`src/lcd_pkg.sv`:
```
package lcd_pkg;

    //////////////////////////////////////////////////////////////////////
    // lcd memory and frame buffer words
    //////////////////////////////////////////////////////////////////////

    // one lcd column, bit n is row n of an 8 row band
    typedef logic [7:0] lcd_col_t;

    // buffer column index, band * width + x
    typedef logic [9:0] fb_addr_t;

    // selects one of the four ring buffers
    typedef logic [1:0] fb_index_t;

    //////////////////////////////////////////////////////////////////////
    // video side
    //////////////////////////////////////////////////////////////////////

    // grey level, also used for the scaled "on" level
    typedef logic [7:0] pixel_t;

    // raw lcd contrast register
    typedef logic [5:0] contrast_t;

    // raster and scan position counters
    typedef logic [7:0] raster_t;

    // capture sequencer, one wishbone read per column
    typedef enum logic [1:0] {
        ST_IDLE,
        ST_REQUEST,
        ST_ADVANCE
    } capture_state_t;

endpackage

```
`src/pixel_blend.sv`:
```
module pixel_blend (
    input  logic               clk_sys,
    input  logic               reset,
    input  lcd_pkg::contrast_t contrast,
    input  lcd_pkg::lcd_col_t  col0,
    input  lcd_pkg::lcd_col_t  col1,
    input  lcd_pkg::lcd_col_t  col2,
    input  lcd_pkg::lcd_col_t  col3,
    input  logic [2:0]         row_q,
    output lcd_pkg::pixel_t    pixel
);
    import lcd_pkg::*;

    pixel_t     on_level;
    lcd_col_t   cols [4];
    logic [9:0] sum;

    // contrast 0x20 and up saturates to full white
    assign on_level = (contrast >= 6'h20) ? 8'hff : {contrast[4:0], 3'b000};

    assign cols[0] = col0;
    assign cols[1] = col1;
    assign cols[2] = col2;
    assign cols[3] = col3;

    //////////////////////////////////////////////////////////////////////
    // four frame ghosting blend
    //////////////////////////////////////////////////////////////////////

    // a cleared bit counts as lit in that capture
    always_comb
    begin
        sum = '0;
        for (int i = 0; i < 4; i++)
        begin
            if (!cols[i][row_q])
                sum = sum + 10'(on_level);
        end
    end

    // average of four, fits back into 8 bits
    always_ff @(posedge clk_sys)
    begin
        if (reset)
            pixel <= '0;
        else
            pixel <= sum[9:2];
    end

endmodule

```
`config.mk`:
```
export PLATFORM = sky130hd
export DESIGN_NAME = pixel_blend
export DESIGN_NICKNAME = d
export VERILOG_FILES = /design/src/lcd_pkg.sv /design/src/pixel_blend.sv
export SDC_FILE = /design/constraint.sdc
export NUM_CORES = 1
export LEC_CHECK = 0
export BUFFER_PORTS_ARGS = -buffer_cell sky130_fd_sc_hd__buf_2
export CORE_MARGIN = 4
export CORE_UTILIZATION = 50
export CTS_CLUSTER_SIZE = 12
export DETAILED_ROUTE_END_ITERATION = 6
export GPL_ROUTABILITY_DRIVEN = 0
export PLACE_DENSITY = 0.8
export SYNTH_ARGS = -nofsm -noshare
export SYNTH_HDL_FRONTEND = slang
export SYNTH_SLANG_ARGS = --single-unit
```
`constraint.sdc`:
```
create_clock -name clk_sys -period 6.5 [get_ports clk_sys]
set_input_delay 0.65 -clock clk_sys [delete_from_list [all_inputs] [get_ports clk_sys]]
set_output_delay 0.65 -clock clk_sys [all_outputs]
set_load 0.02 [all_outputs]
```
Word level (Yosys, flattened, before mapping)
Cells that the tools add are included.

Add/sub/neg operators: 3. Magnitude comparators: 2. Muxes and demuxes: 13.

Operator list (count): 10-bit by 8-bit adder with 10-bit output (3); 10-bit 2-to-1 mux (3); 8-bit 2-to-1 mux (2); 1-bit binary-select mux with 3-bit select (4); 6-bit >= comparator (second input constant) (1); 3-bit by 4-bit < comparator with 1-bit output (second input constant) (1); 1-bit 2-to-1 mux (4).

Register bits: 8. Input bits: 43. Output and inout port bits: 8. Word-level logic and storage cells: 19.

Depth between registers and ports, before layout
Gate-level depths: netlist (run 1).

Depth after elaboration: 9. Gate-level depth with buffers: 23.

Worst setup path after synthesis (run 1)
No wires, ideal clock.

Path type: input to register. From: input port row_q[0]. To: register pixel[7]. Setup time: 0.067 ns. Data arrival time: 4.768 ns. Slack: 1.664 ns. Cell stages on the path: 22. Buffers on the path: 1. Path through: buf_6 > mux4_2 > mux2i_4 > nor2_1 > nor2_1 > inv_1 > a21oi_1 > ha_1 > inv_1 > fa_1 > nor2b_1 > o21a_1 > nor2_1 > xor2_1 > a21oi_1 > ha_1 > and3_1 > a21oi_1 > o21ai_4 > o311a_4 > a211o_2 > a21oi_2.

Longest elaborated chain between the ends: 9. Elaborated cells on any way between the ends: 15.

Ends and longest elaborated chain: start, declared (line pixel_blend.sv:9) `input logic [2:0] row_q,`; 1-bit binary-select mux with 3-bit select (line pixel_blend.sv:36) `if (!cols[i][row_q])`; 1-bit 2-to-1 mux (not written as such) (line pixel_blend.sv:36); 8-bit 2-to-1 mux (line pixel_blend.sv:36); 10-bit by 8-bit adder with 10-bit output (line pixel_blend.sv:37) `sum = sum + 10'(on_level);`; 10-bit 2-to-1 mux (line pixel_blend.sv:36); 10-bit by 8-bit adder with 10-bit output (line pixel_blend.sv:37); 10-bit 2-to-1 mux (line pixel_blend.sv:36); 10-bit by 8-bit adder with 10-bit output (line pixel_blend.sv:37); 10-bit 2-to-1 mux * (line pixel_blend.sv:36); end signal, assigned (line pixel_blend.sv:47) `pixel <= sum[9:2];`; end, declared (line pixel_blend.sv:10) `output lcd_pkg::pixel_t pixel`.

Mark *: on every way between the ends. The rest lies on a longest branch, timed or not. The select of a mux whose other input is x is not followed. A chain may end at the register's enable or synchronous reset.

Final worst setup path (run 1)
Same ends and word-level chain as after synthesis.

==> results of run 1 <==
==> stage by stage <==
step	util (%)	hold WS, ps	power, mW
final	61.9	691	0.406
after global routing	61.9	692	0.449
after CTS	61.9	674	0.408
after detailed placement	61.1	944	0.367
after global placement	61.1	938	0.360
after floorplan	-	964	0.306
==> path summary, 6_finish.rpt <==
check,end,slack (ps),cells past startpoint
setup / recovery,pixel[7],1460,22
hold / removal,pixel[7],690,2
==> layer usage <==
metal	global-route usage (%)	part of all wire [%]
met5	0	0
met3	4.40	2.4
met2	37.5	53
met4	3.41	1.3
met1	25.2	43
==> cell type report <==
cell class | count | share of cell area (%)
multi-input cells | 141 | 69.5
repair buffers | 50 | 14.8
flip-flops and latches | 8 | 9.46
inverters | 12 | 2.66
clock buffers | 3 | 1.33
well taps | 31 | 2.29
==> synth_stat cells (all sizes together) <==
cell type	n
a221o	1
a21oi	15
inv	12
a2bb2oi	1
clkbuf	2
ha	14
a21o	4
fa	1
buf	4
a211oi	4
nor2	24
o21bai	3
xor2	4
or2	2
nor3	1
o31ai	1
dfxtp	8
o21ai	7
and3	2
mux4	6
nand2	9
o311a	2
o211ai	1
xnor2	8
a22oi	1
nor2b	2
mux2	3
a31oi	2
o21a	3
o22ai	2
nand3	3
nand2b	1
and2b	1
a22o	2
a211o	2
mux2i	8
nor4	1
==> where the power goes <==
part	internal (mW)	switching, mW	total [mW]
logic	0.136	0.166	0.302
registers	0.0635	0.00259	0.0661
clock network	0.0211	0.0169	0.0380
==> worst max-delay path, cell delays in order <==
cell and delay [ps]:
buf_2 230, mux4_2 570, mux2i_4 310, nor2_1 100
nor2_1 180, inv_1 120, a21oi_1 130, ha_1 170
inv_1 60, fa_1 410, nor2b_1 130, o21a_1 140
nor2_1 50, xor2_1 140, a21oi_1 200, ha_1 310
and3_1 170, a21oi_1 200, o21ai_4 110, o311a_4 380
a211o_2 340, a21oi_2 110
==> kinds of logic after synthesis <==
group,count (synthesis),share of synthesized area [%]
fa+ha+maj,15,13.8
mux,17,19.9
xor+xnor,12,7.96
compound gates,51,26.8
flops,8,11.3
simple gates,46,14.7
buf+inv,18,5.49
==> flow_summary.yaml, run 1 <==
timing:
  relSlewSlack_pct: 41.7
  finalCriticalPeriod_ps: 5040
  period_share_pct: 77.5
  slew_violations: 0
  max_freq_ghz: 0.199
  setup-violations-final: 0
  worst_pin_slew_ps: 850
  rsz0062_at_grt: "no"
  worst_slack_ps: 1460
  hold_viol_final: 0
  finalSetupTns_ps: 0
synth:
  syn_inst: 167
  synth_top_area_cell: "ha_1"
  synth.top_cell.area_share_pct: 12.4
  syn-cell-area_um2: 1410
  syn_area_per_cell_um2: 8.47
  synthTopCellsByArea: "ha_1 12%, dfxtp_1 11%, mux4_2 6.4%"
  yosys_register_bits: 8
  syn-num-nets: 225
  yosysSeqAreaShare_pct: 11.3
  ys_warn_count: 0
  synthDistinctLibCells: 46
final_layout:
  largest_registers: "pixel: 8 flops"
  seq_area_um2: 160
  syn_to_final_growth_pct: 19.7
  stdcell_area_um2: 1690
  layout.cells.non_filler: 245
  diodes: 0
  layout_common_cells: "50 x buf_2, 24 x nor2_1, 14 x a21oi_1, 14 x ha_1, 12 x inv_1"
  largest_reg_flops: 8
  regMostFlops: "pixel"
  fin_nets: 274
  drive_gt1_share_pct: 33.6
  final_common_cell: "buf_2"
  nFillCells: 265
  multi_input_area_um2: 1180
min_path:
  hold_class: "input port to register"
  worstHoldStart: "reset"
die:
  rows: 19
  die_w_um: 61.2
  ios: 51
  start_util_pct: 51.7
  core_um2: 2730
  die_area_um2: 3740
  die_h_um: 61.2
setup_path:
  arrival_ps: 5220
  worstSetupStartpoint: "row_q[0]"
  critPathRequiredTime_ps: 6680
  start_kind: "input port"
  path_class: "input port to register"
  end_kind: "register"
  path_max_fanout: 10
detailed_routing:
  via_per_inst: 5.71
  ant_nets: 0
  drt_iter0_drc: 49
  first_pass_iters: 4
  detail_route.wl_per_cell_um: 14.0
  remaining_drc_errors: 0
  wl_mm: 3.44
  vias: 1400
place:
  hpwl_mm: 3.00
  portBuffers: 50
  place_area_um2: 1670
  dp.cells: 242
  dp_worst_setup_slack_ps: 1200
cts:
  cts.sinks: 8
  cts_made_buffers: 3
  clock_path_buffers: 2
  cts_hold_buf: 0
  ctsRootBufferMaster: "clkbuf_4"
  clkTransAtPathRegs_ps: 50
  ctsResizeCount: 0
  cts-htree-levels: 1
  cts_tree: "yes"
  postCtsSetupBuffers: 0
outcome:
  status: "finished clean"
global_route:
  grt_use_total_pct: 20.6
  antenna_found_initial: 0
  grt_pass1_vias: 1402
  grt_pass1_wl_mm: 5.91
  grt_max_degree: 17
  grt_overflow: 0
power_and_ir_drop:
  power_density_nw_per_um2: 240
  p_leak_nw: 0.817
  ir_drop_uv: 213
flow_run:
  maxCapViolCount: 0
(Power assumes the default switching activity.)
==> run 2, diff against run 1 <==
- clock period: 6.5 -> 5 ns (I/O delays scaled with it)
==> run 2 against run 1 <==
Count of clock-buffer cells in the layout unchanged; global-route usage decreased by 0.75 points; worst hold slack worse by 170 ps; worst setup slack got worse by 1100 ps; routed wire length down 2.8%; design area grew 0.89%; largest power group unchanged; sequential share of layout area fell by 0.083 points; non-clock buffer count grew 2; via count fell by 1.4%; power increased by 30%; final cell count rose by 0.82%; core utilization is 0.55 points higher; critical path type unchanged.
==> flow_summary.yaml, run 2 (synthesis gave the netlist of run 1 again) <==
outcome:
  status: "finished clean"
final_layout:
  syn_to_final_growth_pct: 20.8
  multi_input_area_um2: 1180
  seq_area_um2: 160
  diodes: 0
  layout_common_cells: "50 x buf_2, 24 x nor2_1, 14 x a21oi_1, 14 x ha_1, 12 x inv_1"
  drive_gt1_share_pct: 34.3
  regMostFlops: "pixel"
  largest_reg_flops: 8
  largest_registers: "pixel: 8 flops"
  fin_nets: 276
  layout.cells.non_filler: 247
  final_common_cell: "buf_2"
  nFillCells: 261
place:
  dp.cells: 244
  portBuffers: 50
  hpwl_mm: 2.91
die:
  die_h_um: 61.2
  die_area_um2: 3740
  die_w_um: 61.2
  rows: 19
  ios: 51
  start_util_pct: 51.7
  core_um2: 2730
timing:
  worst_pin_slew_ps: 802
  rsz0062_at_grt: "no"
  finalSetupTns_ps: 0
  finalCriticalPeriod_ps: 4680
  max_freq_ghz: 0.214
  relSlewSlack_pct: 45.0
  period_share_pct: 93.5
  setup-violations-final: 0
  hold_viol_final: 0
  slew_violations: 0
power_and_ir_drop:
  p_leak_nw: 0.827
  ir_drop_uv: 305
  totalPowerFinal_mw: 0.526
  power_density_nw_per_um2: 308
cts:
  clock_path_buffers: 2
  cts_hold_buf: 0
  cts_tree: "yes"
  cts-htree-levels: 1
  cts_made_buffers: 3
  ctsRootBufferMaster: "clkbuf_4"
  postCtsSetupBuffers: 0
  ctsResizeCount: 0
  clkTransAtPathRegs_ps: 60
  cts.sinks: 8
global_route:
  grt_use_total_pct: 19.9
  grt_max_degree: 17
  grt_overflow: 0
  antenna_found_initial: 0
  grt_pass1_vias: 1391
  grt_pass1_wl_mm: 5.69
min_path:
  worstHoldStart: "reset"
  min_to: "pixel[7]"
  hold_depth: 2
  hold_class: "input port to register"
setup_path:
  end_kind: "register"
  path_max_fanout: 10
  arrival_ps: 4870
  critPathRequiredTime_ps: 5200
  start_kind: "input port"
  path_class: "input port to register"
detailed_routing:
  drt_iter0_drc: 62
  detail_route.wl_per_cell_um: 13.5
  via_per_inst: 5.59
  ant_nets: 0
  vias: 1381
  first_pass_iters: 4
  wl_mm: 3.34
  remaining_drc_errors: 0
flow_run:
  maxCapViolCount: 0
[run 2: power by group]
| part | internal (mW) | leakage, nW | switching (mW) | total (mW) |
|---|---|---|---|---|
| clock | 0.0276 | 0.0138 | 0.0240 | 0.0517 |
| sequential | 0.0825 | 0.0665 | 0.00324 | 0.0858 |
| combinational | 0.178 | 0.747 | 0.210 | 0.389 |
[run 2: final cells by class]
cell class | instances | area share (%)
Multi-Input combinational cell | 141 | 68.9
Sequential cell | 8 | 9.38
Timing Repair Buffer | 52 | 15.5
Clock buffer | 3 | 1.32
Tap cell | 31 | 2.27
Inverter | 12 | 2.64
[run 2: layer usage]
layer	GRT usage, %	vias up	part of all wire, %
li1	-	716	-
met4	4.33	0	1.1
met1	23.7	637	43
met3	4.40	4	3.3
met5	0	-	0
met2	36.1	24	52
[run 2: per-stage QoR]
step	hold slack (ps)	worst slack (ps)	area, um2	utilization (%)
floorplan	814	314	1410	-
global placement	789	231	1690	61.6
detailed placement	793	69.5	1690	61.6
CTS	521	333	1710	62.5
global route	548	11.8	1710	62.5
finish	520	325	1710	62.5
[run 2: worst max path at each step]
stage / end / startpoint / cells after the start
finish: pixel[7] / row_q[0] / 22
global route: pixel[7] / row_q[0] / 22
CTS: pixel[7] / row_q[0] / 22
detailed placement: pixel[7] / row_q[0] / 22
global placement: pixel[7] / row_q[0] / 22
floorplan: pixel[7] / row_q[0] / 22
[run 2: worst max-delay path, cell delays in order]
cell	delay, ps
buf_2	230
mux4_2	570
mux2i_4	170
nor2_1	90
nor2_1	190
inv_1	120
a21oi_1	130
ha_1	180
inv_1	50
fa_1	410
nor2b_1	130
o21a_1	130
nor2_1	50
xor2_1	140
a21oi_1	190
ha_1	300
and3_1	160
a21oi_1	200
o21ai_4	110
o311a_4	380
a211o_2	340
a21oi_2	100
