--- src/lcd_pkg.sv ---
package lcd_pkg;

    //////////////////////////////////////////////////////////////////////
    // lcd memory and frame buffer words
    //////////////////////////////////////////////////////////////////////

    // one lcd column, bit n is row n of an 8 row band
    typedef logic [7:0] lcd_col_t;

    // buffer column index, band * width + x
    typedef logic [9:0] fb_addr_t;

    // selects one of the four ring buffers
    typedef logic [1:0] fb_index_t;

    //////////////////////////////////////////////////////////////////////
    // video side
    //////////////////////////////////////////////////////////////////////

    // grey level, also used for the scaled "on" level
    typedef logic [7:0] pixel_t;

    // raw lcd contrast register
    typedef logic [5:0] contrast_t;

    // raster and scan position counters
    typedef logic [7:0] raster_t;

    // capture sequencer, one wishbone read per column
    typedef enum logic [1:0] {
        ST_IDLE,
        ST_REQUEST,
        ST_ADVANCE
    } capture_state_t;

endpackage

--- src/video_timing.sv ---
module video_timing #(
    parameter int H_TOTAL   = 140,
    parameter int V_TOTAL   = 119,
    parameter int LCD_XSIZE = 96,
    parameter int LCD_YSIZE = 64
) (
    input  logic              clk_sys,
    input  logic              reset,
    output logic              pix_ce,
    output logic              hsync,
    output logic              vsync,
    output logic              hblank,
    output logic              vblank,
    output lcd_pkg::fb_addr_t scan_addr,
    output logic [2:0]        scan_row
);
    import lcd_pkg::*;

    // raster landmarks in pixel strobes and lines
    localparam int H_ACT_START = 16;
    localparam int V_ACT_START = 32;
    localparam int HSYNC_START = 120;
    localparam int HSYNC_LEN   = 16;
    localparam int VSYNC_FIRST = 1;
    localparam int VSYNC_LAST  = 4;

    logic [1:0] prescale;
    raster_t    hpos;
    raster_t    vpos;
    raster_t    scan_x;
    raster_t    scan_y;

    // one pixel strobe every four clocks
    always_ff @(posedge clk_sys)
    begin
        if (reset)
        begin
            prescale <= '0;
            pix_ce   <= 1'b0;
        end
        else
        begin
            prescale <= prescale + 1'b1;
            pix_ce   <= (prescale == 2'd2);
        end
    end

    //////////////////////////////////////////////////////////////////////
    // raster counters, sync, blanking and scan position
    //////////////////////////////////////////////////////////////////////

    always_ff @(posedge clk_sys)
    begin
        if (reset)
        begin
            hpos   <= '0;
            vpos   <= '0;
            scan_x <= '0;
            scan_y <= '0;
            hsync  <= 1'b0;
            vsync  <= 1'b0;
            hblank <= 1'b1;
            vblank <= 1'b1;
        end
        else if (pix_ce)
        begin
            if (hpos == raster_t'(H_ACT_START + LCD_XSIZE))
                hblank <= 1'b1;
            if (hpos == raster_t'(H_ACT_START))
                hblank <= 1'b0;
            if (vpos >= raster_t'(V_ACT_START + LCD_YSIZE))
                vblank <= 1'b1;
            if (vpos == raster_t'(V_ACT_START))
                vblank <= 1'b0;

            // vsync edges line up with the hsync leading edge
            if (hpos == raster_t'(HSYNC_START))
            begin
                hsync <= 1'b1;
                if (vpos == raster_t'(VSYNC_FIRST))
                    vsync <= 1'b1;
                if (vpos == raster_t'(VSYNC_LAST))
                    vsync <= 1'b0;
            end
            if (hpos == raster_t'(HSYNC_START + HSYNC_LEN))
                hsync <= 1'b0;

            if (hpos == raster_t'(H_TOTAL - 1))
            begin
                hpos <= '0;
                if (vpos == raster_t'(V_TOTAL - 1))
                    vpos <= '0;
                else
                    vpos <= vpos + 1'b1;
            end
            else
            begin
                hpos <= hpos + 1'b1;
            end

            // scan restarts each vertical blank, steps only on active pixels
            if (vblank)
            begin
                scan_x <= '0;
                scan_y <= '0;
            end
            else if (!hblank)
            begin
                if (scan_x == raster_t'(LCD_XSIZE - 1))
                begin
                    scan_x <= '0;
                    scan_y <= scan_y + 1'b1;
                end
                else
                begin
                    scan_x <= scan_x + 1'b1;
                end
            end
        end
    end

    // band selects the column row, low bits select the pixel in it
    assign scan_addr = fb_addr_t'((scan_y >> 3) * LCD_XSIZE + scan_x);
    assign scan_row  = scan_y[2:0];

endmodule

--- config.mk ---
export PLATFORM = sky130hd
export DESIGN_NAME = video_timing
export DESIGN_NICKNAME = d
export VERILOG_FILES = /design/src/lcd_pkg.sv /design/src/video_timing.sv
export SDC_FILE = /design/constraint.sdc
export NUM_CORES = 1
export LEC_CHECK = 0
export BUFFER_PORTS_ARGS = -buffer_cell sky130_fd_sc_hd__clkbuf_2
export CAP_MARGIN = 20
export CELL_PAD_IN_SITES_DETAIL_PLACEMENT = 0
export CELL_PAD_IN_SITES_GLOBAL_PLACEMENT = 1
export CORE_MARGIN = 2
export CORE_UTILIZATION = 30
export DETAILED_ROUTE_END_ITERATION = 12
export PLACE_DENSITY = 0.65
export SLEW_MARGIN = 10
export SYNTH_ARGS = -nofsm -noshare
export SYNTH_HDL_FRONTEND = slang
export SYNTH_SLANG_ARGS = --single-unit
--- constraint.sdc ---
create_clock -name clk_sys -period 3.98 [get_ports clk_sys]
set_input_delay 0.398 -clock clk_sys [delete_from_list [all_inputs] [get_ports clk_sys]]
set_output_delay 0.398 -clock clk_sys [all_outputs]
set_load 0.05 [all_outputs]
# [Word-level counts from Yosys, hierarchy flattened]
# Cells that the tools add are included.
[classes] n_addsub=6 reduce_logical=12 mux=16 order_cmp=1 eq_ne=12 multipliers=1
[op_table] op="8-bit two-way mux" n=8
[op_table] op="8-bit by 1-bit adder with 8-bit output, second input constant" n=4
[op_table] op="8-bit by 7-bit equality test with 1-bit output, second input constant" n=4
[op_table] op="8-bit equality test, second input constant" n=2
[op_table] op="10-bit by 8-bit adder with 10-bit output" n=1
[op_table] op="2-bit AND reduction" n=5
[op_table] op="2-bit nonzero test" n=5
[op_table] op="8-bit by 1-bit equality test with 1-bit output, second input constant" n=1
[op_table] op="8-bit by 3-bit equality test with 1-bit output, second input constant" n=1
[op_table] op="8-bit by 5-bit equality test with 1-bit output, second input constant" n=1
[op_table] op="8-bit by 6-bit equality test with 1-bit output, second input constant" n=1
[op_table] op="8-bit by 7-bit >= comparator with 1-bit output, second input constant" n=1
[op_table] op="1-bit two-way mux" n=8
[op_table] op="3-bit AND reduction" n=2
[op_table] op="5-bit by 2-bit multiplier with 5-bit output, second input constant" n=1
[op_table] op="2-bit by 1-bit adder with 2-bit output, second input constant" n=1
[op_table] op="2-bit equality test, second input constant" n=1
[op_table] op="2-bit by 1-bit != test with 1-bit output, second input constant" n=1
[totals] out_inout_bits=18 in_bits=2 reg_bits=39

# [Logic depth before layout (Yosys ltp)]
# Gate-level depths: netlist of the first run.
[depth] depth_word=4 depth_mapped=9 mapped_depth_nobuf=9

# [Worst setup path before layout of the first run]
# No wires, ideal clock.
[synth_path] path_kind="reg-to-output" start="register scan_y[3]" end="output port scan_addr[9]" path_stages_with_launch=10 t_arrival_ns=2.567 setup_slack_ns=1.015 cell_sequence="dfxtp_1 -> ha_1 -> inv_1 -> fa_1 -> inv_1 -> ha_1 -> a21oi_1 -> nor2_1 -> xnor2_1 -> xnor2_1"
[synth_between] elab_chain_len=2
[synth_rtl] element="start, declared" line="video_timing.sv:31" text="raster_t scan_y;"
[synth_rtl] element="start signal, assigned" line="video_timing.sv:112" text="scan_y <= scan_y + 1'b1;"
[synth_rtl] element="5-bit by 2-bit multiplier with 5-bit output" line="video_timing.sv:123" text="assign scan_addr = fb_addr_t'((scan_y >> 3) * LCD_XSIZE + scan_x);"
[synth_rtl] element="10-bit by 8-bit adder with 10-bit output" line="video_timing.sv:123"
[synth_rtl] element="end, declared" line="video_timing.sv:14" text="output lcd_pkg::fb_addr_t scan_addr,"
# Every way passes these cells.

# [Worst setup path after layout of the first run]
# Same ends and word-level chain as after synthesis.

==> results of run 1 <==
==> metrics by stage <==
stage / setup slack, ns / hold slack, ns / power, uW
after floorplan: 1.01 / 0.393 / 431
after global placement: 1.33 / 0.404 / 438
after detailed placement: 1.24 / 0.411 / 439
after CTS: 0.909 / 0.423 / 705
after global routing: 0.726 / 0.455 / 726
final: 0.935 / 0.421 / 694
==> cells by family after synthesis <==
logic type,Yosys count
simple gates,93
flops,39
compound gates,36
buf+inv,31
xor+xnor,26
fa+ha+maj,18
mux,4
==> final timing paths <==
kind | slack (ns) | depth (start not counted) | to
min | 0.42 | 1 | prescale[0]
max | 0.93 | 10 | scan_addr[9]
min reg2reg | 0.42 | 1 | prescale[0]
max reg2reg | 1.90 | 4 | scan_y[5]
==> report_power, final <==
part	internal, uW	switching [uW]
Clock	123	142
Combinational	8.50	21.2
Sequential	394	5.40
==> worst max-delay path: stages, from the launching register on <==
cell      delay (ns)
dfxtp_1         0.43
ha_1            0.23
inv_1           0.08
fa_1            0.47
inv_1           0.05
ha_1            0.29
a21oi_1         0.13
nor2_1          0.06
xnor2_1         0.18
xnor2_1         0.14
clkbuf_2        0.29
==> sequential cells by signal, indices dropped and copies added, names as in the netlist <==
| name | count |
|---|---|
| hpos | 8 |
| scan_x | 8 |
| scan_y | 8 |
| vpos | 8 |
| prescale | 2 |
| hblank | 1 |
| hsync | 1 |
| pix_ce | 1 |
| vblank | 1 |
| vsync | 1 |
==> metal layers <==
layer	GRT usage, %	routed length [um]
met1	15.7	2390
met2	19.6	2210
met3	2.32	99
met4	4.55	56
met5	0	0
==> final cells by class <==
class / instances / share of cell area [%]
multi-input combinational: 177 / 54.2
sequential: 39 / 31.5
tap: 99 / 5.00
timing repair buffer: 20 / 4.14
clock buffer: 7 / 3.08
inverter: 12 / 1.82
clock inverter: 1 / 0.202
==> layout by cell type (no fill, tap or decap), drive strengths merged, types with 3 or more instances in the layout <==
| cell | n |
|---|---|
| nor2 | 23 |
| o21ai | 5 |
| xor2 | 11 |
| nor3 | 11 |
| xnor2 | 15 |
| inv | 11 |
| or4 | 3 |
| o211ai | 6 |
| ha | 16 |
| nand3 | 12 |
| clkbuf | 26 |
| nand4b | 4 |
| dfxtp | 39 |
| nand4 | 9 |
| nor4 | 3 |
| nand2 | 7 |
| and4 | 5 |
| mux2i | 4 |
| a21oi | 11 |
==> impl_metrics.py, run 1 <==
metrics = {
    "cts": {
        "tritoncts": "built",
        "cts_buffers": 5,
        "clkLatencyLatePin_ns": 0.29,
        "cts_max_path_buffers": 2,
        "ctsResizeCount": 0,
        "post_cts_buffers": 0,
        "cts.hold.buffers_added": 0,
        "cts_sinks": 39,
        "clkSlewWorstSetupHoldPaths_ns": 0.08,
        "cts-root-buf": "clkbuf_8",
        "htree_levels": 2,
    },
    "floorplanning": {
        "core_region_area_um2": 7290,
        "die_h_um": 91.2,
        "fp.dieW_um": 91.2,
        "fp-row-count": 31,
        "start_util_pct": 31.2,
        "top_level_ports": 20,
        "die_area_um2": 8310,
    },
    "yosys": {
        "netlist_area_um2": 2280,
        "synth_fa_ha_area_share_pct": 10.5,
        "synth_cells": 247,
        "synthFlopType": "dfxtp_1",
        "yosysWarnings": 0,
        "synth_cell_types": 50,
        "synth_xor_xnor_area_share_pct": 9.99,
        "synth_mux_area_share_pct": 1.76,
        "ys_top_cells_by_count": "dfxtp_1, nor2_1, ha_1, xnor2_1, nand3_1",
        "synth_simple_gate_area_share_pct": 25.4,
        "synth.most_common_cell": "dfxtp_1",
        "synth.avg_cell_area_um2": 9.22,
        "async_flop_share_pct": 0,
        "synth_area_leader_cell": "dfxtp_1",
        "synth_top_family_by_area": "simple AND/OR/NAND/NOR gates",
        "ys_seq_area_share_pct": 34.3,
        "ys_top_cells_by_area": "dfxtp_1, ha_1, xnor2_1",
        "synth_top_area_share_pct": 34.3,
        "ys_ff_latch": 39,
        "synth_compound_area_share_pct": 11.3,
        "syn_nets": 267,
        "synth_edf_count": 0,
    },
    "finish": {
        "layout.nets": 275,
        "multi_input_area_um2": 1340,
        "fin_area_um2": 2480,
        "utilization_pct": 34.0,
        "fillers": 804,
        "fin_cells": 355,
        "diodes": 0,
        "area_growth_pct": 8.73,
        "drive_gt1_share_pct": 13.7,
        "ff_latch_area_um2": 781,
    },
    "sta": {
        "drv_slew": 0,
        "fmax_mhz": 328,
        "worstMarginPinSlew_ns": 0.611,
        "hold_viol": 0,
        "setup-violations-final": 0,
        "finalCritPeriodShare_pct": 76.5,
        "period_needed_ns": 3.05,
        "finClkSkew_ns": 0.00250,
        "relSlewSlack_pct": 59.2,
        "final.setup.tns_ns": 0,
        "grt_setup_unrepaired": "no",
    },
    "critical_path": {
        "required_ns": 3.58,
        "crit_path_start": "scan_y[3]",
        "worst_setup_path_end_kind": "output port",
        "crit_fanout": 6,
        "start_kind": "flop",
        "path_class": "reg2out",
        "critPathArrivalTime_ns": 2.65,
        "reg2reg_from": "vblank",
    },
    "hold_path": {
        "worstHoldPathType": "reg2reg",
        "hold_start": "prescale[0]",
    },
    "detailed_routing": {
        "drc": 0,
        "routed_via_density": 4.96,
        "detail-route-antenna-nets": 0,
        "routed-via-count": 1762,
        "wl_um": 4750,
        "drtPass1Iterations": 4,
        "wl_per_cell_um": 13.4,
        "first_iter_violations": 49,
    },
    "global_route": {
        "grt_use_total_pct": 12.0,
        "grt_pass1_vias": 1695,
        "grt_max_degree": 22,
        "grt_overflow": 0,
        "grt_pass1_wl_um": 8110,
        "antenna_found_initial": 0,
    },
    "placement": {
        "place.gp.congestion": 0.826,
        "port-buffer-count": 19,
        "place_inst": 347,
        "dp.final_hpwl_um": 3390,
        "place_area_um2": 2400,
    },
    "power": {
        "irDropWorstVdd_v": 0.000109,
        "power_leakage_uw": 0.000963,
        "cellPowerDensity_nw_per_um2": 280,
    },
    "status": {
        "status": "completed",
    },
    "run": {
        "maxCapViolations": 0,
    },
}
Note: power is estimated with default switching activity, not from simulation.
==> inputs of run 2 (changes only) <==
--- a/config.mk
+++ b/config.mk
@@ -12,7 +12,7 @@
 export CORE_MARGIN = 2
 export CORE_UTILIZATION = 30
 export DETAILED_ROUTE_END_ITERATION = 12
-export PLACE_DENSITY = 0.65
+export PLACE_DENSITY = 0.67
 export SLEW_MARGIN = 10
 export SYNTH_ARGS = -nofsm -noshare
 export SYNTH_HDL_FRONTEND = slang
==> constraint.sdc (replaced) <==
create_clock -name clk_sys -period 2.5 [get_ports clk_sys]
set_input_delay 0.25 -clock clk_sys [delete_from_list [all_inputs] [get_ports clk_sys]]
set_output_delay 0.25 -clock clk_sys [all_outputs]
set_load 0.05 [all_outputs]
==> run 2 against run 1 <==
Effect of this change:
- the flow now finishes with violations (negative setup slack)
- non-clock buffer count grew 5
- setup slack lost 1.0 ns
- first-iteration DRC count grew 20%
- final cell count grew 1.4%
- global-route usage grew 0.36 points
- core utilization grew 1.7 points
==> impl_metrics.py, run 2 (synthesis gave the netlist of run 1 again) <==
metrics = {
    "power": {
        "irDropWorstVdd_v": 0.000164,
        "swShare_pct": 22.5,
        "p_int_uw": 893,
        "p_total_uw": 1150,
        "seq_power_share_pct": 54.7,
        "netSwitchingPower_uw": 260,
        "p_comb_share_pct": 4.6,
        "cellPowerDensity_nw_per_um2": 443,
        "power_leakage_uw": 0.00101,
        "power_frac_clock_pct": 40.8,
    },
    "critical_path": {
        "critPathArrivalTime_ns": 2.32,
        "worst_setup_path_end_kind": "output port",
        "crit_path_start": "scan_y[4]",
        "start_kind": "flop",
        "regToRegEndpoint": "scan_y[5]",
        "rrSetupSlack_ns": 0.51,
        "path_class": "reg2out",
        "crit_fanout": 3,
        "reg2reg_depth": 5,
        "required_ns": 2.25,
        "reg2reg_from": "scan_x[0]",
        "crit_end": "scan_addr[9]",
    },
    "cts": {
        "cts.hold.buffers_added": 0,
        "cts-root-buf": "clkbuf_8",
        "htree_levels": 2,
        "cts_max_path_buffers": 2,
        "post_cts_buffers": 0,
        "cts_buffers": 5,
        "clkLatencyLatePin_ns": 0.29,
        "cts_sinks": 39,
        "clkSlewWorstSetupHoldPaths_ns": 0.08,
        "tritoncts": "built",
    },
    "finish": {
        "final_common_cell": "dfxtp_1",
        "diodes": 0,
        "area_growth_pct": 14.2,
        "layout_common_cells": "dfxtp_1, nor2_1, clkbuf_2, ha_1, xnor2_1",
        "drive_gt1_share_pct": 19.2,
        "fin_area_um2": 2600,
        "layout.nets": 280,
    },
    "detailed_routing": {
        "first_iter_violations": 59,
        "wl_per_cell_um": 13.2,
        "detail-route-antenna-nets": 0,
        "drtPass1Iterations": 4,
        "routed-via-count": 1759,
        "drc": 0,
        "routed_via_density": 4.89,
        "wl_um": 4740,
    },
    "placement": {
        "place.gp.congestion": 0.775,
        "place_area_um2": 2450,
        "place_ws_ns": -0.00121,
        "dp.final_hpwl_um": 3400,
        "port-buffer-count": 19,
    },
    "sta": {
        "setup_ws_ns": -0.0721,
        "worstMarginPinSlew_ns": 0.557,
        "finClkSkew_ns": 0.00675,
        "grt_setup_unrepaired": "yes",
        "hold_viol": 0,
        "drv_slew": 0,
        "fmax_mhz": 389,
        "setup-violations-final": 2,
        "relSlewSlack_pct": 62.8,
        "finalCritPeriodShare_pct": 103,
        "final.setup.tns_ns": -0.0866,
        "period_needed_ns": 2.57,
    },
    "global_route": {
        "grt_use_total_pct": 12.4,
        "grt_max_degree": 23,
        "antenna_found_initial": 0,
        "grt_overflow": 0,
        "grt_pass1_vias": 1708,
        "grt_pass1_wl_um": 8400,
    },
    "floorplanning": {
        "top_level_ports": 20,
        "die_area_um2": 8310,
        "start_util_pct": 31.2,
        "fp-row-count": 31,
        "die_h_um": 91.2,
        "core_region_area_um2": 7290,
        "fp.dieW_um": 91.2,
    },
    "status": {
        "failed_checks": "negative setup slack",
        "status": "finished, violations left",
    },
    "hold_path": {
        "worstHoldPathType": "reg2reg",
    },
    "run": {
        "maxCapViolations": 0,
    },
}
[run 2: per-stage QoR]
stage / cells / utilization, % / hold slack [ns]
4_1_cts: 360 / 35.6 / 0.412
6_report: 360 / 35.7 / 0.414
3_3_place_gp: 352 / 33.6 / 0.402
3_5_place_dp: 352 / 33.6 / 0.401
5_1_grt: 360 / 35.7 / 0.427
2_1_floorplan: 247 / - / 0.393
[run 2: critical path, cell delays in order (launching register included)]
cell	delay, ns
dfxtp_4	0.37
ha_4	0.14
inv_2	0.04
fa_1	0.49
inv_2	0.05
ha_4	0.21
a21oi_2	0.11
nor2_1	0.06
xnor2_1	0.24
xnor2_2	0.16
buf_8	0.17
[run 2: layout make-up]
| class | instances | area (um^2) |
|---|---|---|
| sequential | 39 | 786 |
| tap | 99 | 124 |
| multi-input combinational | 177 | 1390 |
| clock buffer | 8 | 100 |
| fill | 791 | 4690 |
| inverter | 12 | 45.0 |
| timing repair buffer | 25 | 160 |
[run 2: worst min path at each step]
| stage | cells after the start | slack, ns | startpoint | endpoint |
|---|---|---|---|---|
| 2_1_floorplan | 1 | 0.39 | prescale[0] | prescale[0] |
| 3_3_place_gp | 1 | 0.40 | prescale[0] | prescale[0] |
| 3_5_place_dp | 1 | 0.40 | prescale[0] | prescale[0] |
| 4_1_cts | 1 | 0.41 | prescale[0] | prescale[0] |
| 5_1_grt | 1 | 0.43 | prescale[0] | prescale[0] |
| 6_report | 1 | 0.41 | prescale[0] | prescale[0] |
[run 2: layer usage]
| layer | routed length (um) | track usage (%) |
|---|---|---|
| met1 | 2380 | 16.8 |
| met2 | 2170 | 19.5 |
| met3 | 126 | 2.74 |
| met4 | 57 | 4.17 |
| met5 | 0 | 0 |
[run 2: what timing repair did]
item / CTS / global route
gates cloned: 0 / 0
pin swaps: 5 / 7
gates resized for setup: 12 / 3
hold endpoints to repair: 0 / 0
endpoints found under the setup margin: 2 / 2
[run 2: power groups by stage]
stage | logic (uW) | registers [uW] | clock network, uW
floorplan | 35.1 | 650 | 0
global placement | 53.1 | 646 | 0
detailed placement | 53.6 | 646 | 0
CTS | 53.6 | 632 | 490
global route | 60.0 | 631 | 520
finish | 52.6 | 630 | 470
