### config.mk
export PLATFORM = sky130hd
export DESIGN_NAME = lcd_capture
export DESIGN_NICKNAME = d
export VERILOG_FILES = /design/src/lcd_pkg.sv /design/src/lcd_capture.sv
export SDC_FILE = /design/constraint.sdc
export NUM_CORES = 1
export LEC_CHECK = 0
export BUFFER_PORTS_ARGS = -buffer_cell sky130_fd_sc_hd__buf_4
export CAP_MARGIN = 20
export CORE_AREA = 10 10 67 69
export CTS_BUF_LIST = sky130_fd_sc_hd__clkbuf_8
export CTS_CLUSTER_DIAMETER = 120
export DETAILED_ROUTE_END_ITERATION = 6
export DIE_AREA = 0 0 77 79
export PLACE_DENSITY_LB_ADDON = 0.3
export SETUP_SLACK_MARGIN = 0.5
export SKIP_LAST_GASP = 1
export SLEW_MARGIN = 5
export SYNTH_ARGS = -nofsm -noshare
export SYNTH_HDL_FRONTEND = slang
export SYNTH_SLANG_ARGS = --single-unit
### constraint.sdc
create_clock -name clk_sys -period 6.05 [get_ports clk_sys]
set_clock_uncertainty 0.1 [all_clocks]
set_input_delay 1.21 -clock clk_sys [delete_from_list [all_inputs] [get_ports clk_sys]]
set_output_delay 1.21 -clock clk_sys [all_outputs]
set_load 0.005 [all_outputs]
### src/lcd_pkg.sv
package lcd_pkg;

    //////////////////////////////////////////////////////////////////////
    // lcd memory and frame buffer words
    //////////////////////////////////////////////////////////////////////

    // one lcd column, bit n is row n of an 8 row band
    typedef logic [7:0] lcd_col_t;

    // buffer column index, band * width + x
    typedef logic [9:0] fb_addr_t;

    // selects one of the four ring buffers
    typedef logic [1:0] fb_index_t;

    //////////////////////////////////////////////////////////////////////
    // video side
    //////////////////////////////////////////////////////////////////////

    // grey level, also used for the scaled "on" level
    typedef logic [7:0] pixel_t;

    // raw lcd contrast register
    typedef logic [5:0] contrast_t;

    // raster and scan position counters
    typedef logic [7:0] raster_t;

    // capture sequencer, one wishbone read per column
    typedef enum logic [1:0] {
        ST_IDLE,
        ST_REQUEST,
        ST_ADVANCE
    } capture_state_t;

endpackage

### src/lcd_capture.sv
module lcd_capture #(
    parameter int LCD_XSIZE = 96,
    parameter int LCD_YSIZE = 64
) (
    input  logic              clk_sys,
    input  logic              reset,
    input  logic              frame_done,
    input  lcd_pkg::lcd_col_t wb_dat,
    input  logic              wb_ack,
    output logic              wb_cyc,
    output logic              wb_stb,
    output lcd_pkg::fb_addr_t wb_adr,
    output logic              col_we,
    output lcd_pkg::fb_addr_t col_addr,
    output lcd_pkg::lcd_col_t col_data,
    output logic              frame_stored
);
    import lcd_pkg::*;

    // 8 pixel rows per lcd column
    localparam int BANDS = LCD_YSIZE / 8;

    capture_state_t state;
    logic           pending;
    raster_t        x_cnt;
    raster_t        band_cnt;
    logic           last_col;

    // address only moves in ST_ADVANCE, so it is stable while stb is high
    assign wb_adr   = fb_addr_t'(band_cnt * LCD_XSIZE + x_cnt);
    assign last_col = (x_cnt == raster_t'(LCD_XSIZE - 1)) &&
                      (band_cnt == raster_t'(BANDS - 1));

    //////////////////////////////////////////////////////////////////////
    // sequencer
    //////////////////////////////////////////////////////////////////////

    always_ff @(posedge clk_sys)
    begin
        if (reset)
        begin
            state        <= ST_IDLE;
            pending      <= 1'b0;
            x_cnt        <= '0;
            band_cnt     <= '0;
            wb_cyc       <= 1'b0;
            wb_stb       <= 1'b0;
            col_we       <= 1'b0;
            frame_stored <= 1'b0;
        end
        else
        begin
            // single cycle strobes
            col_we       <= 1'b0;
            frame_stored <= 1'b0;

            case (state)
                ST_IDLE:
                begin
                    // first request goes out the cycle after the latch
                    if (pending)
                    begin
                        pending <= 1'b0;
                        wb_cyc  <= 1'b1;
                        wb_stb  <= 1'b1;
                        state   <= ST_REQUEST;
                    end
                    else if (frame_done)
                    begin
                        pending <= 1'b1;
                    end
                end

                ST_REQUEST:
                begin
                    // slave wait states just hold the request
                    if (wb_ack)
                    begin
                        wb_cyc <= 1'b0;
                        wb_stb <= 1'b0;
                        col_we <= 1'b1;
                        state  <= ST_ADVANCE;
                    end
                end

                ST_ADVANCE:
                begin
                    // bus is idle this cycle
                    if (last_col)
                    begin
                        x_cnt        <= '0;
                        band_cnt     <= '0;
                        frame_stored <= 1'b1;
                        state        <= ST_IDLE;
                    end
                    else
                    begin
                        if (x_cnt == raster_t'(LCD_XSIZE - 1))
                        begin
                            x_cnt    <= '0;
                            band_cnt <= band_cnt + 1'b1;
                        end
                        else
                        begin
                            x_cnt <= x_cnt + 1'b1;
                        end
                        wb_cyc <= 1'b1;
                        wb_stb <= 1'b1;
                        state  <= ST_REQUEST;
                    end
                end

                default:
                    state <= ST_IDLE;
            endcase
        end
    end

    // column payload, taken on the acknowledge cycle
    always_ff @(posedge clk_sys)
    begin
        if ((state == ST_REQUEST) && wb_ack)
        begin
            col_addr <= wb_adr;
            col_data <= wb_dat;
        end
    end

endmodule

Word level (Yosys, flattened, before mapping). Cells that the tools add are included.

Bitwise operators: 2. Reductions and logical operators: 10. Mux-type cells: 16. Eq/ne operators: 7. Multipliers: 1. $add $sub $neg: 3.

Operators by type and width (number): $mux 8 (4); $add 8x1->8 const B (2); $add 10x8->10 (1); $eq 8x3->1 const B (1); $eq 8x7->1 const B (1); $mul 8x2->5 const B (1); $mux 1 (8); $ne 2x2->1 const B (3); $pmux 2 s3 (1); $mux 2 (2); $reduce_and 2->1 (2); $reduce_and 4->1 (1); $reduce_or 2->1 (2); $pmux 1 s3 (1); $reduce_bool 3->1 (1); $eq 2x1->1 const B (1); $eq 2x2->1 const B (1); $logic_and 1x1->1 (2); $logic_not 2->1 (1); $not 1->1 (2); $reduce_bool 2->1 (1).

Output and inout port bits: 32. Flip-flop bits (word level): 40. Bits of input ports: 12.

Longest topological paths before layout. Gate-level depths: netlist of the first run.

Depth in word-level cells: 4. Mapped depth: 7. Depth with buffers taken out: 7.

Worst setup path before layout of the first run. OpenSTA, ideal clock, no wires.

Path type: reg-to-output. Start point: register band_cnt[0]. End point: output port wb_adr[9]. Stages on the path, launching flop included: 8. Arrival time: 1.846 ns. Required time: 4.740 ns. Path slack: 2.894 ns. Path through: dfxtp_1 ha_1 fa_1 ha_1 a21oi_1 nor2_1 xor2_1 xnor2_1.

Longest elaborated chain between the ends: 2.

Ends and longest elaborated chain: from (decl) (RTL line lcd_capture.sv:26) `raster_t band_cnt;`; from (signal assigned) (RTL line lcd_capture.sv:101) `band_cnt <= band_cnt + 1'b1;`; $mul 8x2->5 (RTL line lcd_capture.sv:30) `assign wb_adr = fb_addr_t'(band_cnt * LCD_XSIZE + x_cnt);`; $add 10x8->10 (RTL line lcd_capture.sv:30); to (decl) (RTL line lcd_capture.sv:12) `output lcd_pkg::fb_addr_t wb_adr,`.

Every way passes these cells.

Final worst setup path of the first run. Same ends and word-level chain as after synthesis.

==> results of run 1 <==
cell families (layout without fill, tap and decap cells):
logic type	after synthesis	count (layout)	share of synthesized area, %
buffers and inverters	13	54	4.413
DFF	40	40	54.07
adders and majority gates	13	13	9.793
AOI/OAI and AO/OA	22	22	7.173
muxes	1	1	0.5517
and+or+nand+nor	54	54	17.24
xor gates and xnor gates	14	14	6.759
metal layers:
metal	vias to the layer above	global-route usage, %	wire (µm)
li1	635	-	-
met1	621	13.60	1532
met4	0	4.927	27
met2	38	22.43	1957
met3	4	3.941	173
met5	-	0	0
cells in the final DEF (no fill, tap or decap), types with 8 or more instances in the layout:
master,synthesis,routed
nor2_1,9,9
edfxtp_1,18,18
xor2_1,8,8
nand2_1,11,11
dfxtp_1,22,22
ha_1,11,11
a21oi_1,12,12
buf_4,6,43
path summary, 6_finish.rpt:
check                                 start     endpoint  slack, ps
worst min-delay path            band_cnt[7]  band_cnt[7]        410
worst max-delay path            band_cnt[0]    wb_adr[9]       2350
worst min register to register  band_cnt[7]  band_cnt[7]        410
worst max register to register     x_cnt[6]  band_cnt[7]       3780
worst max-delay path, stage by stage, from the launching register on:
cell and delay, ps:
dfxtp_1 450, ha_1 210, fa_1 440, ha_1 320
a21oi_1 130, nor2_1 60, xor2_1 150, xnor2_1 190
buf_4 140
report_power, final:
group	switching, W	internal [W]	total, W	leakage [nW]
clock	0.0000875	0.000133	0.000220	0.0588
combinational	0.0000143	0.0000187	0.0000331	0.529
sequential	0.00000519	0.000291	0.000296	0.345
sequential cells by signal, indices dropped and copies added (netlist names):
| name | count |
|---|---|
| col_addr | 10 |
| band_cnt | 8 |
| col_data | 8 |
| x_cnt | 8 |
| state | 2 |
| col_we | 1 |
| frame_stored | 1 |
| pending | 1 |
| wb_stb | 1 |
final cells by class:
cell class	count	share of cell area (%)
sequential	40	43.75
multi-input combinational	104	33.59
timing repair buffer	43	14.40
clock buffer	6	3.683
tap	46	2.567
clock inverter	2	1.507
inverter	3	0.5022
through the flow:
step	hold slack, ps	area (µm²)	utilization [%]
6_report	408.0	2242	69.38
5_1_grt	427.9	2242	69.38
4_1_cts	409.8	2242	69.38
3_5_place_dp	396.0	2126	65.78
3_3_place_gp	379.7	2126	65.78
2_1_floorplan	365.2	1814	-
==> out/results.ini, run 1 <==
[run_status]
outcome=completed

[global_route]
grt_pass1_wl_um=6161
grt_pass1_vias=1257
grt_start_max_net_pins=21
overflow=0
antenna_found_initial=0
track_usage_pct=12.54

[timing]
fin_crit_sh_pct=61.08
worst_pin_slew_ps=842.7
slew_viol_final=0
finalHoldViolCount=0
rsz0062_at_grt=false
tns_ps=0
clock.fmax_mhz=270.6
finalSetupViolations=0
layout_min_cycle_time_ps=3696
slew_headroom_pct=43.82
worst_slack_ps=2354

[yosys]
ys_ff_latch=40
async_flop_share_pct=0
avgSynthCellArea_um2=11.56
synth-main-ff-cell=dfxtp_1
synth_area_leaders=edfxtp_1 (30%), dfxtp_1 (24%), ha_1 (7.6%)
synth_cells=157
synth_commonest_cells=dfxtp_1 (22), edfxtp_1 (18), a21oi_1 (12), ha_1 (11), nand2_1 (11)
synth-edff-count=18
ys_seq_area_share_pct=54.07
synth_cell_type_count=36
synth.top_cell.area_share_pct=29.79
synth.cell_area_um2=1814
yosysTopAreaCell=edfxtp_1
synth_nets=182
ys_warn_count=0
yosysMostFrequentCell=dfxtp_1

[route]
wl_um=3691
drc=0
final_antenna_net_count=0
viasPerCell=5.320
post_drt_wl_per_cell_um=15.13
drt-initial-drc-count=42
first_pass_iters=4
num_vias=1298

[worst_setup_path]
worst-r2r-cell-count=4
endpoint_kind=primary output
crit_fanout=7
crit_type=register to primary output
crit_arrival_ps=2390
critPathLaunchType=register
required_ps=4740

[run]
maxCapViolations=0

[cts]
clock-sinks=40
ctsHoldBuffers=0
postCtsSetupRepairBufs=0
cts.clk_slew.worst_paths_ps=70
clock_latency_ps=290
cts_buffer_depth=2
clk_root_buffer_cell=clkbuf_8
cts_tree=done
ctsResizeCount=0
cts_max_level=2
numCtsBuffers=5

[placement]
io_buffers=43
post-place-ws_ps=2661
place.gp.congestion=0.8519
dp_hpwl_um=2829
dp_cells=236

[power_and_ir_drop]
ir_worst_vdd_mv=0.1427
p_leak_nw=0.9327
total_power_w=0.0005493
power.density_nw_per_um2=245.0

[worst_hold_path]
min_path_type=register to register
hold_depth=2

[final_layout]
seq_area_um2=980.9
area_growth_pct=23.59
stdcell_count=244
drive_above_1_share_pct=28.28
num-nets-final=222
multi_input_area_um2=753.2
nFillCells=256
diodes=0

[floorplan]
initial_core_util_pct=56.14
ioPinCount=44
fp.dieW_um=77
rows=21
die_h_um=79
die-area_um2=6083
core_area_um2=3232

No activity file was read; power rests on OpenSTA's default activity.
==> run 2, diff against run 1 <==
CORE_AREA = 10 10 72 74   (was 10 10 67 69)
DIE_AREA = 0 0 82 84   (was 0 0 77 79)
clock period = 3.3 ns   (was 6.05 ns; I/O delays follow)
==> out/results.ini, run 2 (synthesis gave the netlist of run 1 again) <==
[placement]
post-place-ws_ps=472.6  ; -2188 ps
io_buffers=43  ; unchanged
dp_hpwl_um=2857  ; +0.98%
place.gp.congestion=0.8357  ; -1.9%

[global_route]
track_usage_pct=12.26  ; -0.28 points
grt_start_max_net_pins=21  ; unchanged
grt_pass1_vias=1409  ; +12%
grt_pass1_wl_um=6520  ; +5.8%
antenna_found_initial=0  ; unchanged
overflow=0  ; unchanged

[cts]
cts_max_level=2  ; unchanged
clock_latency_ps=290  ; about the same
clock-sinks=40  ; unchanged
clk_root_buffer_cell=clkbuf_8
cts_buffer_depth=2  ; unchanged
ctsHoldBuffers=0  ; unchanged
cts_tree=done
numCtsBuffers=5  ; unchanged
cts.clk_slew.worst_paths_ps=70  ; about the same

[timing]
layout_min_cycle_time_ps=3023
fin_crit_sh_pct=91.59
slew_headroom_pct=39.81  ; -4.0 points
finalSetupViolations=0  ; unchanged
worst_slack_ps=277.5  ; -2077 ps
slew_viol_final=0  ; unchanged
tns_ps=0  ; unchanged
finalHoldViolCount=0  ; unchanged
worst_pin_slew_ps=902.9  ; +60.23 ps
clock.fmax_mhz=330.9
rsz0062_at_grt=true

[final_layout]
largest_register_ff_count=10  ; unchanged
diodes=0  ; unchanged
final_common_cell=buf_4
largest-register=col_addr
drive_above_1_share_pct=34.65  ; +6.4 points
mostFrequentLayoutCells=buf_4 (46), dfxtp_1 (19), edfxtp_1 (18), a21oi_1 (11), nand2_1 (11)
num-nets-final=226  ; +1.8%
area_growth_pct=29.79

[worst_setup_path]
rrSetupSlack_ps=960  ; -2820 ps
required_ps=2540  ; -2200 ps
worst-r2r-cell-count=4  ; unchanged
endpoint_kind=primary output
critPathLaunchType=register
crit_arrival_ps=2260  ; -130 ps
crit_path_start=band_cnt[1]
reg2reg_from=x_cnt[6]
crit_type=register to primary output
crit_fanout=4  ; -3
rr_endpoint=band_cnt[7]

[floorplan]
core_area_um2=3856  ; +19%
die-area_um2=6888  ; +13%
fp.dieW_um=82  ; +6.5%
initial_core_util_pct=47.05  ; -9.1 points
ioPinCount=44  ; unchanged
rows=23  ; +9.5%
die_h_um=84  ; +6.3%

[worst_hold_path]
min_path_type=register to register
hold_end=band_cnt[7]
hold_start=band_cnt[7]
hold_depth=2  ; unchanged

[route]
post_drt_wl_per_cell_um=16.14  ; +6.7%
wl_um=4067  ; +10%
viasPerCell=5.290  ; -0.56%
final_antenna_net_count=0  ; unchanged
drt-initial-drc-count=85  ; +100%
num_vias=1333  ; +2.7%
first_pass_iters=4  ; unchanged
drc=0  ; unchanged

[run]
maxCapViolations=0  ; unchanged

[power_and_ir_drop]
p_leak_nw=0.9497  ; +1.8%
power.density_nw_per_um2=453.1  ; +85%
ir_worst_vdd_mv=0.2594  ; +82%

[run_status]
outcome=completed

run 2: changes by cell type in the layout (fill, tap and decap cells not counted), moves of 2 or more:
cell	delta
ha_1	-4
fa_1	-2
buf_4	+3
fa_2	+2
dfxtp_1	-3
ha_4	+3
dfxtp_4	+2
run 2: timing repair:
action,in CTS,in global routing
buffers inserted,4,0
endpoints found under the setup margin,3,3
resized for setup,7,7
pin swaps,8,5
cloned,0,0
run 2: worst max-delay path, stage by stage (launching register included):
cell	delay, ps
dfxtp_4	360
buf_6	130
fa_2	590
ha_4	210
a21oi_2	110
nor2_1	60
xor2_1	150
xnor2_1	210
buf_4	150
run 2: how the worst max path moves through the flow:
stage	slack [ps]	endpoint	cells past startpoint
2_1_floorplan	690	wb_adr[9]	7
6_report	280	wb_adr[9]	8
3_3_place_gp	530	wb_adr[9]	8
4_1_cts	230	wb_adr[9]	8
3_5_place_dp	470	wb_adr[9]	8
5_1_grt	230	wb_adr[9]	8
run 2: power by group:
part | internal (W) | total (W) | switching [W]
logic | 0.0000346 | 0.0000620 | 0.0000274
clock network | 0.000299 | 0.000463 | 0.000164
registers | 0.000532 | 0.000542 | 0.00000988
run 2: area by class of cell:
class	instances	area [µm²]
multi-input cells	104	802.0
clock buffers	5	68.82
clock inverters	3	63.81
well taps	50	62.56
inverters	3	11.26
fillers	318	1501
flip-flops and latches	40	989.7
repair buffers	47	356.6
run 2: metal layers:
metal	track usage, %	wire, µm	vias up	share of wire, %
met5	0	0	-	0
met4	6.037	86	0	2.1
met3	4.741	298	11	7.3
met2	22.25	2148	39	53
met1	11.28	1533	636	38
li1	-	-	647	-
run 2: per-stage QoR:
step	cell area (µm²)	total power (W)	hold slack, ps	cells	utilization [%]
after detailed placement	2131	0.0006175	385.9	240	55.26
after global placement	2131	0.0006133	376.0	240	55.26
after floorplan	1814	0.0005819	365.2	157	-
after global routing	2355	0.001107	416.9	252	61.06
final	2355	0.001067	399.2	252	61.06
after CTS	2326	0.001077	395.7	252	60.32
==> run 3, diff against run 2 <==
REMOVE_ABC_BUFFERS = 1   (was default)
==> out/results.ini, run 3 (synthesis gave the netlist of run 1 again) <==
[run_status]
outcome=completed

[timing]
layout_min_cycle_time_ps=3036  ; +13.44 ps
finalSetupViolations=0  ; unchanged
worst_pin_slew_ps=864.2  ; -38.67 ps
rsz0062_at_grt=true
slew_headroom_pct=42.39  ; +2.6 points
worst_slack_ps=264.1  ; -13.44 ps
clock.fmax_mhz=329.4  ; -0.44%
fin_crit_sh_pct=92.00  ; +0.41 points
slew_viol_final=0  ; unchanged
finalHoldViolCount=0  ; unchanged
tns_ps=0  ; unchanged

[global_route]
antenna_found_initial=0  ; unchanged
grt_start_max_net_pins=21  ; unchanged
overflow=0  ; unchanged
grt_pass1_vias=1321  ; -6.2%
grt_pass1_wl_um=6341  ; -2.7%
track_usage_pct=11.72  ; -0.54 points

[placement]
dp_hpwl_um=2866  ; +0.33%
place.gp.congestion=0.8307  ; -0.60%
post-place-ws_ps=421.5  ; -51.11 ps
io_buffers=43  ; unchanged

[power_and_ir_drop]
ir_worst_vdd_mv=0.2766  ; +6.6%
power.density_nw_per_um2=426.5  ; -5.9%
p_leak_nw=0.9382  ; -1.2%

[worst_setup_path]
crit_type=register to primary output
crit_chain=buf_6 -> fa_2 -> ha_4 -> a21oi_2 -> nor2_1 -> xor2_1 -> xnor2_1 -> buf_4
crit_family=adder cells
crit_fanout=4  ; unchanged
critPathLaunchType=register
endpoint_kind=primary output
slowest_delay_ps=620  ; +30 ps
required_ps=2540  ; about the same
cp_slowest_cell=fa_2
crit_arrival_ps=2280  ; +20 ps
path_buf_inv=2  ; unchanged

[final_layout]
largest-register=col_addr
mostFrequentLayoutCells=buf_4 (45), dfxtp_1 (19), edfxtp_1 (18), a21oi_1 (11), nand2_1 (11)
num-nets-final=226  ; unchanged
seq_area_um2=989.7  ; unchanged
largest_register_ff_count=10  ; unchanged
area_growth_pct=28.69
drive_above_1_share_pct=34.65  ; unchanged
multi_input_area_um2=799.5  ; -0.31%
nFillCells=317  ; -0.31%
final_util_pct=60.55  ; -0.52 points
diodes=0  ; unchanged
final_common_cell=buf_4

[cts]
clock-sinks=40  ; unchanged
numCtsBuffers=5  ; unchanged
cts_tree=done
cts_buffer_depth=2  ; unchanged
clk_root_buffer_cell=clkbuf_8
ctsHoldBuffers=0  ; unchanged
cts_max_level=2  ; unchanged
cts.clk_slew.worst_paths_ps=80  ; about the same
clock_latency_ps=290  ; about the same

[route]
drt-initial-drc-count=29  ; -66%
final_antenna_net_count=0  ; unchanged
wl_um=3943  ; -3.0%
viasPerCell=5.139  ; -2.9%
drc=0  ; unchanged
post_drt_wl_per_cell_um=15.65  ; -3.0%
num_vias=1295  ; -2.9%
first_pass_iters=4  ; unchanged

[floorplan]
fp.dieW_um=82  ; unchanged
initial_core_util_pct=47.05  ; unchanged
ioPinCount=44  ; unchanged
die-area_um2=6888  ; unchanged
core_area_um2=3856  ; unchanged
rows=23  ; unchanged
die_h_um=84  ; unchanged

[run]
maxCapViolations=0  ; unchanged

[worst_hold_path]
min_path_type=register to register

run 3: cell count changes in the layout (fill, tap and decap cells not counted):
cell | before | now
buf_6 | 1 | 2
inv_1 | 4 | 3
clkinvlp_4 | 0 | 1
bufinv_16 | 2 | 1
clkinv_2 | 0 | 1
buf_4 | 46 | 45
ha_2 | 1 | 0
ha_1 | 7 | 8
run 3: repair_timing:
| action | in CTS | in global routing |
|---|---|---|
| setup endpoints to repair | 3 | 3 |
| setup buffers | 4 | 0 |
| resized for setup | 11 | 3 |
| pin swaps | 6 | 6 |
run 3: worst paths after layout:
path | startpoint | end | slack (ps) | cells past startpoint
max reg2reg | x_cnt[6] | band_cnt[7] | 1010 | 4
min | band_cnt[7] | band_cnt[7] | 400 | 2
min reg2reg | band_cnt[7] | band_cnt[7] | 400 | 2
max | band_cnt[1] | wb_adr[9] | 260 | 8
run 3: area by class of cell:
class | instances | area share, %
clock inverter | 3 | 1.822
multi-input combinational | 104 | 34.24
inverter | 3 | 0.4823
clock buffer | 5 | 2.947
timing repair buffer | 47 | 15.43
sequential | 40 | 42.39
tap | 50 | 2.680
run 3: tightest hold or removal path, cell delays in order, from the launching register on:
cell and delay, ps:
dfxtp_1 330, o31ai_1 80, a21oi_2 50
run 3: per-layer routing:
| metal | up-vias | part of all wire [%] | global-route usage (%) |
|---|---|---|---|
| met3 | 6 | 8.6 | 5.065 |
| li1 | 646 | - | - |
| met4 | 0 | 0.94 | 3.406 |
| met1 | 614 | 37 | 11.33 |
| met2 | 29 | 53 | 21.40 |
| met5 | - | 0 | 0 |
run 3: power breakdown:
part / leakage (nW) / switching [W] / total [W] / internal, W
logic: 0.538 / 0.0000270 / 0.0000616 / 0.0000346
registers: 0.346 / 0.00000969 / 0.000541 / 0.000532
clock network: 0.0541 / 0.000169 / 0.000393 / 0.000224
run 3: per-stage QoR:
| step | power (W) | hold WS (ps) | cells | instance area (µm²) |
|---|---|---|---|---|
| 3_3_place_gp | 0.0006135 | 375.8 | 240 | 2131 |
| 3_5_place_dp | 0.0006176 | 389.8 | 240 | 2131 |
| 2_1_floorplan | 0.0005760 | 365.2 | 147 | 1745 |
| 6_report | 0.0009958 | 399.0 | 252 | 2335 |
| 4_1_cts | 0.001002 | 398.1 | 252 | 2327 |
| 5_1_grt | 0.001036 | 427.1 | 252 | 2335 |
